$ cat config.mk
export PLATFORM = sky130hd
export DESIGN_NAME = miniCore
export DESIGN_NICKNAME = d
export VERILOG_FILES = /design/src/hdl/ctrlPkg.sv /design/src/hdl/isaPkg.sv /design/src/hdl/aluUnit.sv /design/src/hdl/coreSequencer.sv /design/src/hdl/instrDecoder.sv /design/src/hdl/miniCore.sv /design/src/hdl/mulCounter.sv /design/src/hdl/regFile.sv
export SDC_FILE = /design/constraint.sdc
export NUM_CORES = 2
export LEC_CHECK = 0
export ABC_AREA = 1
export BUFFER_PORTS_ARGS = -buffer_cell sky130_fd_sc_hd__buf_2
export CAP_MARGIN = 10
export CORE_MARGIN = 2
export CORE_UTILIZATION = 40
export DETAILED_ROUTE_END_ITERATION = 16
export GPL_TIMING_DRIVEN = 1
export HOLD_SLACK_MARGIN = 0.03
export SYNTH_ARGS = -nofsm -noshare
export SYNTH_HDL_FRONTEND = slang
export SYNTH_HIERARCHICAL = 1
export SYNTH_SLANG_ARGS = --single-unit
$ cat constraint.sdc
create_clock -name clk -period 6.2 [get_ports clk]
set_input_delay 1.86 -clock clk [delete_from_list [all_inputs] [get_ports clk]]
set_output_delay 1.86 -clock clk [all_outputs]
set_load 0.01 [all_outputs]
$ cat src/hdl/ctrlPkg.sv
`default_nettype none

package ctrlPkg;

    typedef enum logic [4:0] {
        aluNone, aluAdd, aluSub, aluAnd, aluOr, aluXor, aluNor,
        aluSll, aluSrl, aluSra, aluSllv, aluSrlv, aluSrav,
        aluSlt, aluSltu, aluPassB, aluMove, aluMfhi, aluMflo
    } aluOp_t;

    typedef enum logic [1:0] {dstNone, dstRt, dstRd} dstSel_t;

    typedef enum logic [2:0] {
        mulNone, mulMult, mulMultu, mulMul, mulMthi, mulMtlo, mulMfhi, mulMflo
    } mulOp_t;

    typedef struct packed {
        aluOp_t  aluOp;
        logic    aluSrcImm;
        logic    immZeroExt;
        logic    immUpper;
        dstSel_t dstSel;
        logic    regWrite;
        logic    branchEq;
        logic    branchNe;
        logic    jump;
        mulOp_t  mulOp;
        logic    condMove;
        logic    moveIfZero;
    } ctrl_t;

    typedef enum logic [1:0] {fetch, execute, mulWait, writeback} seqState_t;

    typedef struct packed {
        logic [31:0] pc;
        logic        writeEn;
        logic [4:0]  writeReg;
        logic [31:0] writeData;
    } retire_t;

endpackage

`default_nettype wire

$ cat src/hdl/isaPkg.sv
`default_nettype none

package isaPkg;

    localparam logic [5:0] opSpecial  = 6'h00;
    localparam logic [5:0] opSpecial2 = 6'h1c;
    localparam logic [5:0] opJ        = 6'h02;
    localparam logic [5:0] opBeq      = 6'h04;
    localparam logic [5:0] opBne      = 6'h05;
    localparam logic [5:0] opAddi     = 6'h08;
    localparam logic [5:0] opAddiu    = 6'h09;
    localparam logic [5:0] opSlti     = 6'h0a;
    localparam logic [5:0] opSltiu    = 6'h0b;
    localparam logic [5:0] opAndi     = 6'h0c;
    localparam logic [5:0] opOri      = 6'h0d;
    localparam logic [5:0] opXori     = 6'h0e;
    localparam logic [5:0] opLui      = 6'h0f;

    localparam logic [5:0] fnSll   = 6'h00;
    localparam logic [5:0] fnSrl   = 6'h02;
    localparam logic [5:0] fnSra   = 6'h03;
    localparam logic [5:0] fnSllv  = 6'h04;
    localparam logic [5:0] fnSrlv  = 6'h06;
    localparam logic [5:0] fnSrav  = 6'h07;
    localparam logic [5:0] fnMovz  = 6'h0a;
    localparam logic [5:0] fnMovn  = 6'h0b;
    localparam logic [5:0] fnMfhi  = 6'h10;
    localparam logic [5:0] fnMthi  = 6'h11;
    localparam logic [5:0] fnMflo  = 6'h12;
    localparam logic [5:0] fnMtlo  = 6'h13;
    localparam logic [5:0] fnMult  = 6'h18;
    localparam logic [5:0] fnMultu = 6'h19;
    localparam logic [5:0] fnAdd   = 6'h20;
    localparam logic [5:0] fnAddu  = 6'h21;
    localparam logic [5:0] fnSub   = 6'h22;
    localparam logic [5:0] fnSubu  = 6'h23;
    localparam logic [5:0] fnAnd   = 6'h24;
    localparam logic [5:0] fnOr    = 6'h25;
    localparam logic [5:0] fnXor   = 6'h26;
    localparam logic [5:0] fnNor   = 6'h27;
    localparam logic [5:0] fnSlt   = 6'h2a;
    localparam logic [5:0] fnSltu  = 6'h2b;

    // Special-2 function code.
    localparam logic [5:0] fnMul   = 6'h02;

    typedef struct packed {
        logic [5:0] opcode;
        logic [4:0] rs;
        logic [4:0] rt;
        logic [4:0] rd;
        logic [4:0] shamt;
        logic [5:0] funct;
    } instrFields_t;

    // The I-type and J-type fields overlay the low bits of the R-type layout.
    function automatic logic [15:0] imm16(input instrFields_t i);
        return {i.rd, i.shamt, i.funct};
    endfunction

    function automatic logic [25:0] target26(input instrFields_t i);
        return {i.rs, i.rt, i.rd, i.shamt, i.funct};
    endfunction

endpackage

`default_nettype wire

$ cat src/hdl/aluUnit.sv
`timescale 1ns/1ps
`default_nettype none

module aluUnit (
    input  ctrlPkg::aluOp_t aluOp,
    input  logic [31:0]     opA,
    input  logic [31:0]     opB,
    input  logic [4:0]      shamt,
    input  logic [31:0]     hiValue,
    input  logic [31:0]     loValue,
    output logic [31:0]     result,
    output logic            equal,
    output logic            moveTaken
);
    import ctrlPkg::*;

    always_comb
    begin
        case (aluOp)
            // No overflow trap, so ADD and ADDU share one path.
            aluAdd:   result = opA + opB;
            aluSub:   result = opA - opB;
            aluAnd:   result = opA & opB;
            aluOr:    result = opA | opB;
            aluXor:   result = opA ^ opB;
            aluNor:   result = ~(opA | opB);
            aluSll:   result = opB << shamt;
            aluSrl:   result = opB >> shamt;
            aluSra:   result = $signed(opB) >>> shamt;
            aluSllv:  result = opB << opA[4:0];
            aluSrlv:  result = opB >> opA[4:0];
            aluSrav:  result = $signed(opB) >>> opA[4:0];
            aluSlt:   result = {31'd0, $signed(opA) < $signed(opB)};
            aluSltu:  result = {31'd0, opA < opB};
            aluPassB: result = opB;
            aluMove:  result = opA;
            aluMfhi:  result = hiValue;
            aluMflo:  result = loValue;
            default:  result = 32'd0;
        endcase
    end

    assign equal = opA == opB;

    // MOVN condition, rt nonzero.
    assign moveTaken = |opB;

endmodule

`default_nettype wire

$ cat src/hdl/coreSequencer.sv
`timescale 1ns/1ps
`default_nettype none

module coreSequencer #(
    parameter logic [31:0] resetVector = 32'h0
) (
    input  logic                 clk,
    input  logic                 rstN,
    input  logic [31:0]          instrData,
    input  ctrlPkg::ctrl_t       ctrl,
    input  logic [31:0]          rsValue,
    input  logic [31:0]          rtValue,
    input  logic [31:0]          aluResult,
    input  logic                 aluZeroCmp,
    input  logic                 moveTaken,
    input  logic                 mulDone,
    input  logic [31:0]          loValue,
    output isaPkg::instrFields_t instr,
    output logic [31:0]          instrAddr,
    output logic                 mulStart,
    output logic                 wrEn,
    output logic [4:0]           wrReg,
    output logic [31:0]          wrData,
    output logic                 retireValid,
    output ctrlPkg::retire_t     retireInfo
);
    import isaPkg::*;
    import ctrlPkg::*;

    seqState_t   state;
    logic [31:0] pc;
    logic [31:0] pcPlus4;
    logic [31:0] nextPc;
    logic [31:0] resultReg;
    logic [15:0] imm;
    logic        takenReg;
    logic        doWrite;
    logic        isMultiply;

    assign isMultiply = ctrl.mulOp inside {mulMult, mulMultu, mulMul};
    assign mulStart   = state == execute && (isMultiply || ctrl.mulOp inside {mulMthi, mulMtlo});
    assign instrAddr  = pc;
    assign pcPlus4    = pc + 32'd4;
    assign imm        = imm16(instr);

    always_comb
    begin
        if (ctrl.jump)
            nextPc = {pcPlus4[31:28], target26(instr), 2'b00};
        else if (takenReg)
            nextPc = pcPlus4 + {{14{imm[15]}}, imm, 2'b00};
        else
            nextPc = pcPlus4;
    end

    always_ff @(posedge clk)
    begin
        if (!rstN)
        begin
            state <= fetch;
            pc    <= resetVector;
        end
        else
        begin
            case (state)
                fetch:     state <= execute;
                execute:   state <= isMultiply ? mulWait : writeback;
                mulWait:   if (mulDone) state <= writeback;
                writeback:
                begin
                    pc    <= nextPc;
                    state <= fetch;
                end
                default:   state <= fetch;
            endcase
        end
    end

    // Instruction and execute results, held until writeback.
    always_ff @(posedge clk)
    begin
        if (state == fetch)
            instr <= instrFields_t'(instrData);
        if (state == execute)
        begin
            resultReg <= aluResult;
            takenReg  <= (ctrl.branchEq && aluZeroCmp) || (ctrl.branchNe && !aluZeroCmp);
            // MOVZ inverts the rt-nonzero test.
            doWrite   <= ctrl.regWrite && (!ctrl.condMove || (moveTaken ^ ctrl.moveIfZero));
        end
    end

    always_comb
    begin
        case (ctrl.dstSel)
            dstRt:   wrReg = instr.rt;
            dstRd:   wrReg = instr.rd;
            default: wrReg = 5'd0;
        endcase
    end

    assign wrData      = ctrl.mulOp == mulMul ? loValue : resultReg;
    assign wrEn        = state == writeback && doWrite;
    assign retireValid = state == writeback;
    assign retireInfo  = '{pc: pc, writeEn: doWrite, writeReg: wrReg, writeData: wrData};

    // A multiply start clears done for the wait that follows.
    assert property (@(posedge clk) disable iff (!rstN)
        mulStart && isMultiply |=> !mulDone);

    // Branches compare rs with rt, never with an immediate.
    assert property (@(posedge clk) disable iff (!rstN)
        state == execute && (ctrl.branchEq || ctrl.branchNe)
            |-> aluZeroCmp == (rsValue == rtValue));

endmodule

`default_nettype wire

$ cat src/hdl/instrDecoder.sv
`timescale 1ns/1ps
`default_nettype none

module instrDecoder (
    input  isaPkg::instrFields_t instr,
    output ctrlPkg::ctrl_t       ctrl
);
    import isaPkg::*;
    import ctrlPkg::*;

    function automatic aluOp_t rTypeOp(input logic [5:0] funct);
        case (funct)
            fnAdd, fnAddu: return aluAdd;
            fnSub, fnSubu: return aluSub;
            fnAnd:         return aluAnd;
            fnOr:          return aluOr;
            fnXor:         return aluXor;
            fnNor:         return aluNor;
            fnSll:         return aluSll;
            fnSrl:         return aluSrl;
            fnSra:         return aluSra;
            fnSllv:        return aluSllv;
            fnSrlv:        return aluSrlv;
            fnSrav:        return aluSrav;
            fnSlt:         return aluSlt;
            fnSltu:        return aluSltu;
            fnMfhi:        return aluMfhi;
            fnMflo:        return aluMflo;
            default:       return aluMove;
        endcase
    endfunction

    always_comb
    begin
        ctrl = '0;

        case (instr.opcode)
            opSpecial:
                case (instr.funct)
                    fnAdd, fnAddu, fnSub , fnSubu,
                    fnSll, fnSllv, fnSra , fnSrav,
                    fnSrl, fnSrlv, fnAnd , fnNor ,
                    fnOr , fnXor , fnMovn, fnMovz,
                    fnSlt, fnSltu, fnMfhi, fnMflo:
                    begin
                        ctrl.aluOp      = rTypeOp(instr.funct);
                        ctrl.dstSel     = dstRd;
                        ctrl.regWrite   = 1'b1;
                        ctrl.condMove   = instr.funct inside {fnMovn, fnMovz};
                        ctrl.moveIfZero = instr.funct == fnMovz;
                        if (instr.funct == fnMfhi)
                            ctrl.mulOp = mulMfhi;
                        else if (instr.funct == fnMflo)
                            ctrl.mulOp = mulMflo;
                    end

                    fnMult:  ctrl.mulOp = mulMult;
                    fnMultu: ctrl.mulOp = mulMultu;
                    fnMthi:  ctrl.mulOp = mulMthi;
                    fnMtlo:  ctrl.mulOp = mulMtlo;

                    default:;
                endcase

            opSpecial2:
                if (instr.funct == fnMul)
                begin
                    ctrl.mulOp    = mulMul;
                    ctrl.dstSel   = dstRd;
                    ctrl.regWrite = 1'b1;
                end

            opAddi, opAddiu, opSlti, opSltiu:
            begin
                ctrl.aluSrcImm = 1'b1;
                ctrl.dstSel    = dstRt;
                ctrl.regWrite  = 1'b1;
                case (instr.opcode)
                    opSlti:  ctrl.aluOp = aluSlt;
                    // SLTIU still sign-extends, then compares unsigned.
                    opSltiu: ctrl.aluOp = aluSltu;
                    default: ctrl.aluOp = aluAdd;
                endcase
            end

            opAndi, opOri, opXori:
            begin
                ctrl.aluSrcImm  = 1'b1;
                ctrl.immZeroExt = 1'b1;
                ctrl.dstSel     = dstRt;
                ctrl.regWrite   = 1'b1;
                case (instr.opcode)
                    opAndi:  ctrl.aluOp = aluAnd;
                    opOri:   ctrl.aluOp = aluOr;
                    default: ctrl.aluOp = aluXor;
                endcase
            end

            opLui:
            begin
                ctrl.aluOp     = aluPassB;
                ctrl.aluSrcImm = 1'b1;
                ctrl.immUpper  = 1'b1;
                ctrl.dstSel    = dstRt;
                ctrl.regWrite  = 1'b1;
            end

            opBeq: ctrl.branchEq = 1'b1;
            opBne: ctrl.branchNe = 1'b1;
            opJ:   ctrl.jump     = 1'b1;

            default:;
        endcase
    end

endmodule

`default_nettype wire

$ cat src/hdl/miniCore.sv
`timescale 1ns/1ps
`default_nettype none

module miniCore #(
    parameter logic [31:0] resetVector = 32'h0,
    parameter int          mulSteps    = 32
) (
    input  logic             clk,
    input  logic             rstN,
    output logic [31:0]      instrAddr,
    input  logic [31:0]      instrData,
    output logic             retireValid,
    output ctrlPkg::retire_t retireInfo
);
    import isaPkg::*;
    import ctrlPkg::*;

    instrFields_t instr;
    ctrl_t        ctrl;
    logic [31:0]  rsValue;
    logic [31:0]  rtValue;
    logic [15:0]  imm;
    logic [31:0]  immValue;
    logic [31:0]  aluOpB;
    logic [31:0]  aluResult;
    logic         equal;
    logic         moveTaken;
    logic         mulStart;
    logic         mulDone;
    logic [31:0]  hiValue;
    logic [31:0]  loValue;
    logic         wrEn;
    logic [4:0]   wrReg;
    logic [31:0]  wrData;

    // Immediate operand for the I-type forms.
    assign imm      = imm16(instr);
    assign immValue = ctrl.immUpper   ? {imm, 16'd0} :
                      ctrl.immZeroExt ? {16'd0, imm} :
                                        {{16{imm[15]}}, imm};
    assign aluOpB   = ctrl.aluSrcImm ? immValue : rtValue;

    coreSequencer #(.resetVector(resetVector)) i_coreSequencer (
        .clk(clk), .rstN(rstN), .instrData(instrData), .ctrl(ctrl),
        .rsValue(rsValue), .rtValue(rtValue), .aluResult(aluResult),
        .aluZeroCmp(equal), .moveTaken(moveTaken), .mulDone(mulDone),
        .loValue(loValue), .instr(instr), .instrAddr(instrAddr),
        .mulStart(mulStart), .wrEn(wrEn), .wrReg(wrReg), .wrData(wrData),
        .retireValid(retireValid), .retireInfo(retireInfo)
    );

    instrDecoder i_instrDecoder (.instr(instr), .ctrl(ctrl));

    regFile i_regFile (
        .clk(clk), .rstN(rstN), .rdAddrA(instr.rs), .rdAddrB(instr.rt),
        .rdDataA(rsValue), .rdDataB(rtValue),
        .wrEn(wrEn), .wrAddr(wrReg), .wrData(wrData)
    );

    aluUnit i_aluUnit (
        .aluOp(ctrl.aluOp), .opA(rsValue), .opB(aluOpB), .shamt(instr.shamt),
        .hiValue(hiValue), .loValue(loValue),
        .result(aluResult), .equal(equal), .moveTaken(moveTaken)
    );

    mulCounter #(.mulSteps(mulSteps)) i_mulCounter (
        .clk(clk), .rstN(rstN), .mulStart(mulStart), .mulOp(ctrl.mulOp),
        .opA(rsValue), .opB(rtValue), .mulDone(mulDone),
        .hiValue(hiValue), .loValue(loValue)
    );

endmodule

`default_nettype wire

$ cat src/hdl/mulCounter.sv
`timescale 1ns/1ps
`default_nettype none

module mulCounter #(
    parameter int mulSteps = 32
) (
    input  logic            clk,
    input  logic            rstN,
    input  logic            mulStart,
    input  ctrlPkg::mulOp_t mulOp,
    input  logic [31:0]     opA,
    input  logic [31:0]     opB,
    output logic            mulDone,
    output logic [31:0]     hiValue,
    output logic [31:0]     loValue
);
    import ctrlPkg::*;

    localparam int cntW = $clog2(mulSteps + 1);

    logic [cntW-1:0] count;
    logic            busy;
    logic            lastStep;
    logic            isMultiply;
    logic            signedOp;
    logic            negResult;
    logic            loOnly;
    logic [31:0]     magA;
    logic [31:0]     magB;
    logic [31:0]     mcand;
    logic [63:0]     prod;
    logic [63:0]     stepProd;
    logic [63:0]     finalProd;

    // One shift-add step on {upper accumulator, remaining multiplier bits}.
    function automatic logic [63:0] mulStep(input logic [63:0] p, input logic [31:0] m);
        logic [32:0] upper;
        upper = {1'b0, p[63:32]} + (p[0] ? {1'b0, m} : 33'd0);
        return {upper, p[31:1]};
    endfunction

    assign isMultiply = mulOp inside {mulMult, mulMultu, mulMul};
    assign signedOp   = mulOp inside {mulMult, mulMul};
    assign magA       = (signedOp && opA[31]) ? -opA : opA;
    assign magB       = (signedOp && opB[31]) ? -opB : opB;
    assign stepProd   = mulStep(prod, mcand);
    assign finalProd  = negResult ? -stepProd : stepProd;
    assign lastStep   = busy && count == cntW'(mulSteps - 1);

    always_ff @(posedge clk)
    begin
        if (!rstN)
        begin
            busy    <= 1'b0;
            mulDone <= 1'b0;
            count   <= '0;
            hiValue <= '0;
            loValue <= '0;
        end
        else if (mulStart)
        begin
            // The first step happens on the start edge.
            busy    <= isMultiply;
            mulDone <= !isMultiply;
            count   <= cntW'(1);
            if (mulOp == mulMthi)
                hiValue <= opA;
            if (mulOp == mulMtlo)
                loValue <= opA;
        end
        else if (lastStep)
        begin
            busy    <= 1'b0;
            mulDone <= 1'b1;
            count   <= cntW'(mulSteps);
            loValue <= finalProd[31:0];
            if (!loOnly)
                hiValue <= finalProd[63:32];
        end
        else if (busy)
            count <= count + 1'b1;
    end

    always_ff @(posedge clk)
    begin
        if (mulStart)
        begin
            prod      <= mulStep({32'd0, magB}, magA);
            mcand     <= magA;
            negResult <= signedOp && (opA[31] ^ opB[31]);
            loOnly    <= mulOp == mulMul;
        end
        else if (busy)
            prod <= stepProd;
    end

    assert property (@(posedge clk) disable iff (!rstN) count <= cntW'(mulSteps));

endmodule

`default_nettype wire

$ cat src/hdl/regFile.sv
`timescale 1ns/1ps
`default_nettype none

module regFile (
    input  logic        clk,
    input  logic        rstN,
    input  logic [4:0]  rdAddrA,
    input  logic [4:0]  rdAddrB,
    output logic [31:0] rdDataA,
    output logic [31:0] rdDataB,
    input  logic        wrEn,
    input  logic [4:0]  wrAddr,
    input  logic [31:0] wrData
);
    logic [31:0] regs [32];

    always_ff @(posedge clk)
    begin
        if (!rstN)
        begin
            for (int i = 0; i < 32; i++)
                regs[i] <= '0;
        end
        else if (wrEn && wrAddr != 5'd0)
            regs[wrAddr] <= wrData;
    end

    assign rdDataA = regs[rdAddrA];
    assign rdDataB = regs[rdAddrB];

    assert property (@(posedge clk) disable iff (!rstN)
        (rdAddrA == 5'd0 |-> rdDataA == '0) and (rdAddrB == 5'd0 |-> rdDataB == '0));

endmodule

`default_nettype wire

# After elaboration in Yosys (flattened, before gate mapping)
# Memory sizes are Yosys's and may differ from the RTL's. A register that Yosys moved wholly into a read port is not among the register bits.
# Index checks and enable logic that the tools add are counted.
[word_totals]
ff_bits = 270
mem_count = 2
rom_bits = 320
inputBits = 34
ramBits = 1024
elab_cells = 217
[memory_table]
columns = ["name", "depth", "width", "rd", "rd_clocked_by_memory_dff", "write_ports", "line", "source"]
rows = [
  ["i_regFile.regs", 32, 32, 2, 2, 32, "regFile.sv:15", "logic [31:0] regs [32];"],
  ["(no name shown)", 64, 5, 1, 1, 0, "instrDecoder.sv:12", "case (funct)"],
]
[classes]
n_reduce_logical = 38
shifts = 6
add_sub_neg = 9
mux = 62
n_eq_ne = 69
bitwise = 7
n_lt_le_gt_ge = 2
[op_table]
columns = ["cell", "n"]
rows = [
  ["$mux 32", 18],
  ["$pmux 32 s18", 1],
  ["$mux 64", 3],
  ["$add 32x32->32", 2],
  ["$lt 32x32->1", 2],
  ["$neg 32->32", 2],
  ["$neg 64->64", 1],
  ["$reduce_or 32->1", 2],
  ["$shl 32x5->32", 2],
  ["$shr 32x5->32", 2],
  ["$sshr 32x5->32", 2],
  ["$eq 6x4->1 const B", 10],
  ["$eq 6x6->1 const B", 10],
  ["$eq 6x5->1 const B", 8],
  ["$eq 5x4->1 const B", 8],
  ["$add 32x33->33", 1],
  ["$add 32x3->32 const B", 1],
  ["$and 32x32->32", 1],
  ["$eq 32x32->1", 1],
  ["$not 32->32", 1],
  ["$or 32x32->32", 1],
  ["$sub 32x32->32", 1],
  ["$xor 32x32->32", 1],
  ["$eq 6x3->1 const B", 5],
  ["42 further kinds", 107],
]

# Logic depth before layout (Yosys ltp)
[depth]
ltp_word = 13
ltp_mapped = 32
mapped_depth_nobuf = 29

# Cells and area by module
# Netlist, hierarchy kept.
[modules_own_cells]
columns = ["mod", "cells_each", "n_inst", "area_per_inst_um2"]
rows = [
  ["regFile", 7191, 1, 56661.8],
  ["mulCounter", 2011, 1, 13110.1],
  ["aluUnit", 2550, 1, 12557.0],
  ["coreSequencer", 1017, 1, 7709.9],
  ["instrDecoder", 128, 1, 666.9],
  ["miniCore", 112, 1, 564.3],
]

# Least setup slack after synthesis
# No wires, ideal clock.
[synth_timing]
kind = "reg2reg"
start = "reg i_coreSequencer/instr[1] (netlist name)"
end = "reg i_mulCounter.count[0]"
stages_incl_launch_ff = 18
path_slack_ns = 0.447
t_arrival_ns = 5.641
path_cell_list = "edfxtp_1 inv_1 ha_1 o21ai_0 inv_1 nand2_1 a21boi_0 inv_1 nor2_1 nor2_1 nor2_1 clkbuf_1 inv_2 buf_1 nand2_1 o21ai_0 nand2_1 inv_1"
[synth_rtl]
columns = ["item", "line", "source"]
rows = [
  ["end signal: assignment", "mulCounter.sv:65", "count <= cntW'(1);"],
  ["end signal: assignment", "mulCounter.sv:75", "count <= cntW'(mulSteps);"],
  ["end signal: assignment", "mulCounter.sv:81", "count <= count + 1'b1;"],
  ["end: declaration", "mulCounter.sv:21", "logic [cntW-1:0] count;"],
]

==> run_results.csv <==
group,metric,value,unit
die,die_x,482,microns
global_route,busiest_layer,"met2",
place,dp_hpwl,311000,microns
route,vias,95000,
power,leakagePower,44.3,nW
clock_tree,cts_max_path_buffers,3,
cells_and_area,synthToLayoutAreaGrowth,10.6,%
critical_path,cp_slowest_cell,"edfxtp_1",
timing,setup_violations,0,
global_route,gr-usage-met2,52.8,%
synth,avgSynthCellArea,7.02,sq um
synth,seq_area_frac_synth,41.4,%
min_path,hold_class,"register to register",
timing,worst_slack,0.178,ns
critical_path,cp_max_fo,42,
timing,timing.final.max_slew_violations,0,
power,p_per_area,550,mW/mm^2
global_route,grt_use_met3,9.83,%
timing,hold_viol_final,0,
die,coreArea,0.227,sq mm
die,die_area,0.232,sq mm
global_route,met1_usage,50.9,%
critical_path,critPathKind,"register to register",
synth,synth_edf_count,1188,
global_route,overflow,0,
global_route,grt_pass1_wl,624000,microns
global_route,grt_pass1_vias,86300,
global_route,grt_max_degree,97,
place,post-place-cells,15700,
critical_path,crit_arrival,6.59,ns
timing,clock.fmax,0.166,GHz
critical_path,startpoint_type,"register",
timing,post-route-period-util,97.1,%
place,gp_congestion,1.09,
synth,synth-async-reset-ratio,0,%
clock_tree,cts_buffers,157,
critical_path,crit_path_frequent_cell,"nand2_1",
route,drc_errors,0,
die,initial_core_util,40.2,%
clock_tree,cts_tree,"yes",
synth,yosysWarnings,6,
cells_and_area,instances_no_fill,16100,
route,vias_per_cell,5.92,
global_route,track_usage,37.1,%
route,wl_per_cell,27.5,microns
timing,tightest_slew,1.11,ns
place,port_buffers,132,
cells_and_area,fillCellCount,23400,
cells_and_area,final_cell_mix,"4568 x nand2_1, 2275 x nand3_1, 1488 x nor2_1",
die,io_pins,137,
clock_tree,clk_pin_slew,0.06,ns
clock_tree,clock_latency,0.84,ns
flow_run,cap_violations,0,
clock_tree,clockRootBuffer,"clkbuf_16",
critical_path,endpoint_kind,"register",
cells_and_area,nets,13100,
critical_path,cp_cell_sequence,"buf_4 -> buf_12 -> nand2_1 -> nand3_1 -> nand3_1 -> nand2_1 -> nand2_1 -> nand2_1 -> nand2_1 -> nand2_1 -> nor2_1 -> a21oi_2 -> inv_1 -> ha_1 -> nor2_1 -> nand2_1 -> inv_1 -> nand2_1 -> nor3_1 -> inv_1 -> nor4_2 -> buf_4 -> mux2_2",
synth,netlist-cell-type-count,67,
cells_and_area,drive_gt1_share,8.83,%
timing,clock-skew-final,0.0352,ns
synth,synthesis.area,0.0913,sq mm
route,drt_iter0_markers,14200,
place,place_ws,0.152,ns
critical_path,max_stage_delay,0.70,ns
global_route,antenna_found_initial,35,
synth,synth_flop_cell,"edfxtp_1",
timing,fin_crit,6.02,ns
route,drt-total-wl,442000,microns
synth,syn-instance-count,13000,
clock_tree,cts_max_level,4,
cells_and_area,layout_commonest_cell,"nand2_1",
power,irDropWorstVdd,401,uV
route,drt.antenna.violating_nets,0,
synth,synth_seq_cells,1292,
route,dr.pass1.iters,7,
clock_tree,cts_sinks,1292,
outcome,status,"complete, no violations",
timing,slew_headroom,25.5,%
critical_path,worstPathRequired,6.76,ns
die,die-height,482,microns
die,rows,175,
critical_path,rrSetupSlack,0.18,ns
## cell usage after synthesis, types with 8 or more instances
library cell	instances	area, sq um
buf_1	44	165
nor3_1	81	405
a211oi_1	9	67.6
nor4_1	15	93.8
nand4_1	96	601
nor2_1	1492	5600
o31ai_1	8	60.1
inv_2	26	97.6
xnor2_1	33	289
dfxtp_1	104	2080
buf_2	391	1960
nand2_1	4633	17400
xor2_1	63	552
mux2_2	33	372
ha_1	182	2280
o2111ai_1	14	123
o21ai_0	323	1620
nor2_2	21	131
o22ai_1	38	238
inv_1	719	2700
o21bai_1	18	135
buf_4	110	826
and2_1	9	56.3
clkbuf_1	331	1240
a31oi_1	52	325
a21oi_1	316	1580
or2_2	11	68.8
o21ai_1	28	140
a221oi_1	15	131
buf_6	49	552
nand3_2	13	130
a21oi_2	17	149
nor3_2	9	90.1
nand3b_1	20	150
nand2_2	42	263
nor2_4	20	225
o211ai_1	90	676
edfxtp_1	1188	35700
nand3_1	2276	11400
## stage by stage
stage / util, % / total power [mW] / setup TNS (ns) / hold WS (ns) / area, sq um
2_1_floorplan: - / 29.7 / 0 / 0.456 / 91400
3_3_place_gp: 42.1 / 44.7 / 0 / 0.478 / 95700
3_5_place_dp: 42.1 / 44.4 / 0 / 0.477 / 95700
4_1_cts: 44.4 / 53.8 / 0 / 0.484 / 101000
5_1_grt: 44.4 / 57.4 / -0.00673 / 0.510 / 101000
6_report: 44.4 / 55.5 / 0 / 0.487 / 101000
## report_power, final
group / internal, mW / leakage [nW] / total, mW / switching, mW
sequential: 10.1 / 12.9 / 10.7 / 0.588
clock: 5.33 / 2.49 / 9.35 / 4.03
combinational: 8.71 / 28.9 / 35.4 / 26.7
total: 24.2 / 44.3 / 55.5 / 31.3
## critical path, delay by kind of cell (launching register included)
family                     cells  cell delay [ns]
and+or+nand+nor               14             2.93
buffers and inverters          6             1.16
DFF                            1             0.70
muxes                          1             0.32
AOI/OAI and AO/OA              1             0.31
adders and majority gates      1             0.30
## sequential cells by signal, indices dropped and copies added, names as in the netlist
signal / count
i_mulCounter/busy: 1
i_coreSequencer/takenReg: 1
i_mulCounter/mulDone: 1
i_mulCounter/negResult: 1
i_coreSequencer/resultReg: 32
i_mulCounter/count: 6
i_mulCounter/prod: 64
i_coreSequencer/instr: 32
i_mulCounter/hiValue: 32
i_mulCounter/mcand: 32
i_mulCounter/loValue: 32
i_coreSequencer/instrAddr: 30
i_coreSequencer/doWrite: 1
i_regFile/regs: 1024
i_coreSequencer/state: 2
i_mulCounter/loOnly: 1
## cells by family (layout without fill, tap and decap cells)
group,count (synthesis),after routing,share of synthesized area (%)
buf+inv,1681,1669,8.32
simple gates,8755,8755,40.3
other cells,2,51,0.00823
compound gates,963,963,6.10
mux,33,33,0.407
xor+xnor,97,97,0.939
flops,1292,1292,41.4
fa+ha+maj,186,186,2.58
## layer usage
metal	part of all wire, %	vias to the layer above
met5	0.026	-
met4	6.5	18
met3	13	1128
met2	41	6216
met1	40	44900
li1	-	42700
## final cells by class
class | count | area, sq um | area share (%)
Antenna cell | 15 | 37.5 | 0.0372
Clock buffer | 194 | 4190 | 4.15
Multi-Input combinational cell | 10100 | 46300 | 45.9
Clock inverter | 94 | 933 | 0.925
Inverter | 755 | 2900 | 2.87
Sequential cell | 1292 | 37800 | 37.4
Timing Repair Buffer | 626 | 5040 | 4.99
Tap cell | 3009 | 3760 | 3.73
## what timing repair did
action | in CTS | in global routing
endpoints found under the setup margin | 23 | 24
hold buffers | 0 | 0
buffers inserted | 1 | 5
pin swaps | 0 | 0
gates resized for setup | 2 | 3
## final timing paths
path	start	endpoint	depth (start not counted)
worst max-delay path	i_coreSequencer/instr[16]$_DFFE_PN_	i_coreSequencer/takenReg$_DFFE_PP_	23
worst min-delay path	i_mulCounter/count[1]$_SDFFE_PP0P_	i_mulCounter/count[1]$_SDFFE_PP0P_	2
worst max register to register	i_coreSequencer/instr[16]$_DFFE_PN_	i_coreSequencer/takenReg$_DFFE_PP_	23
worst min register to register	i_mulCounter/count[1]$_SDFFE_PP0P_	i_mulCounter/count[1]$_SDFFE_PP0P_	2
(Power assumes the default switching activity.)
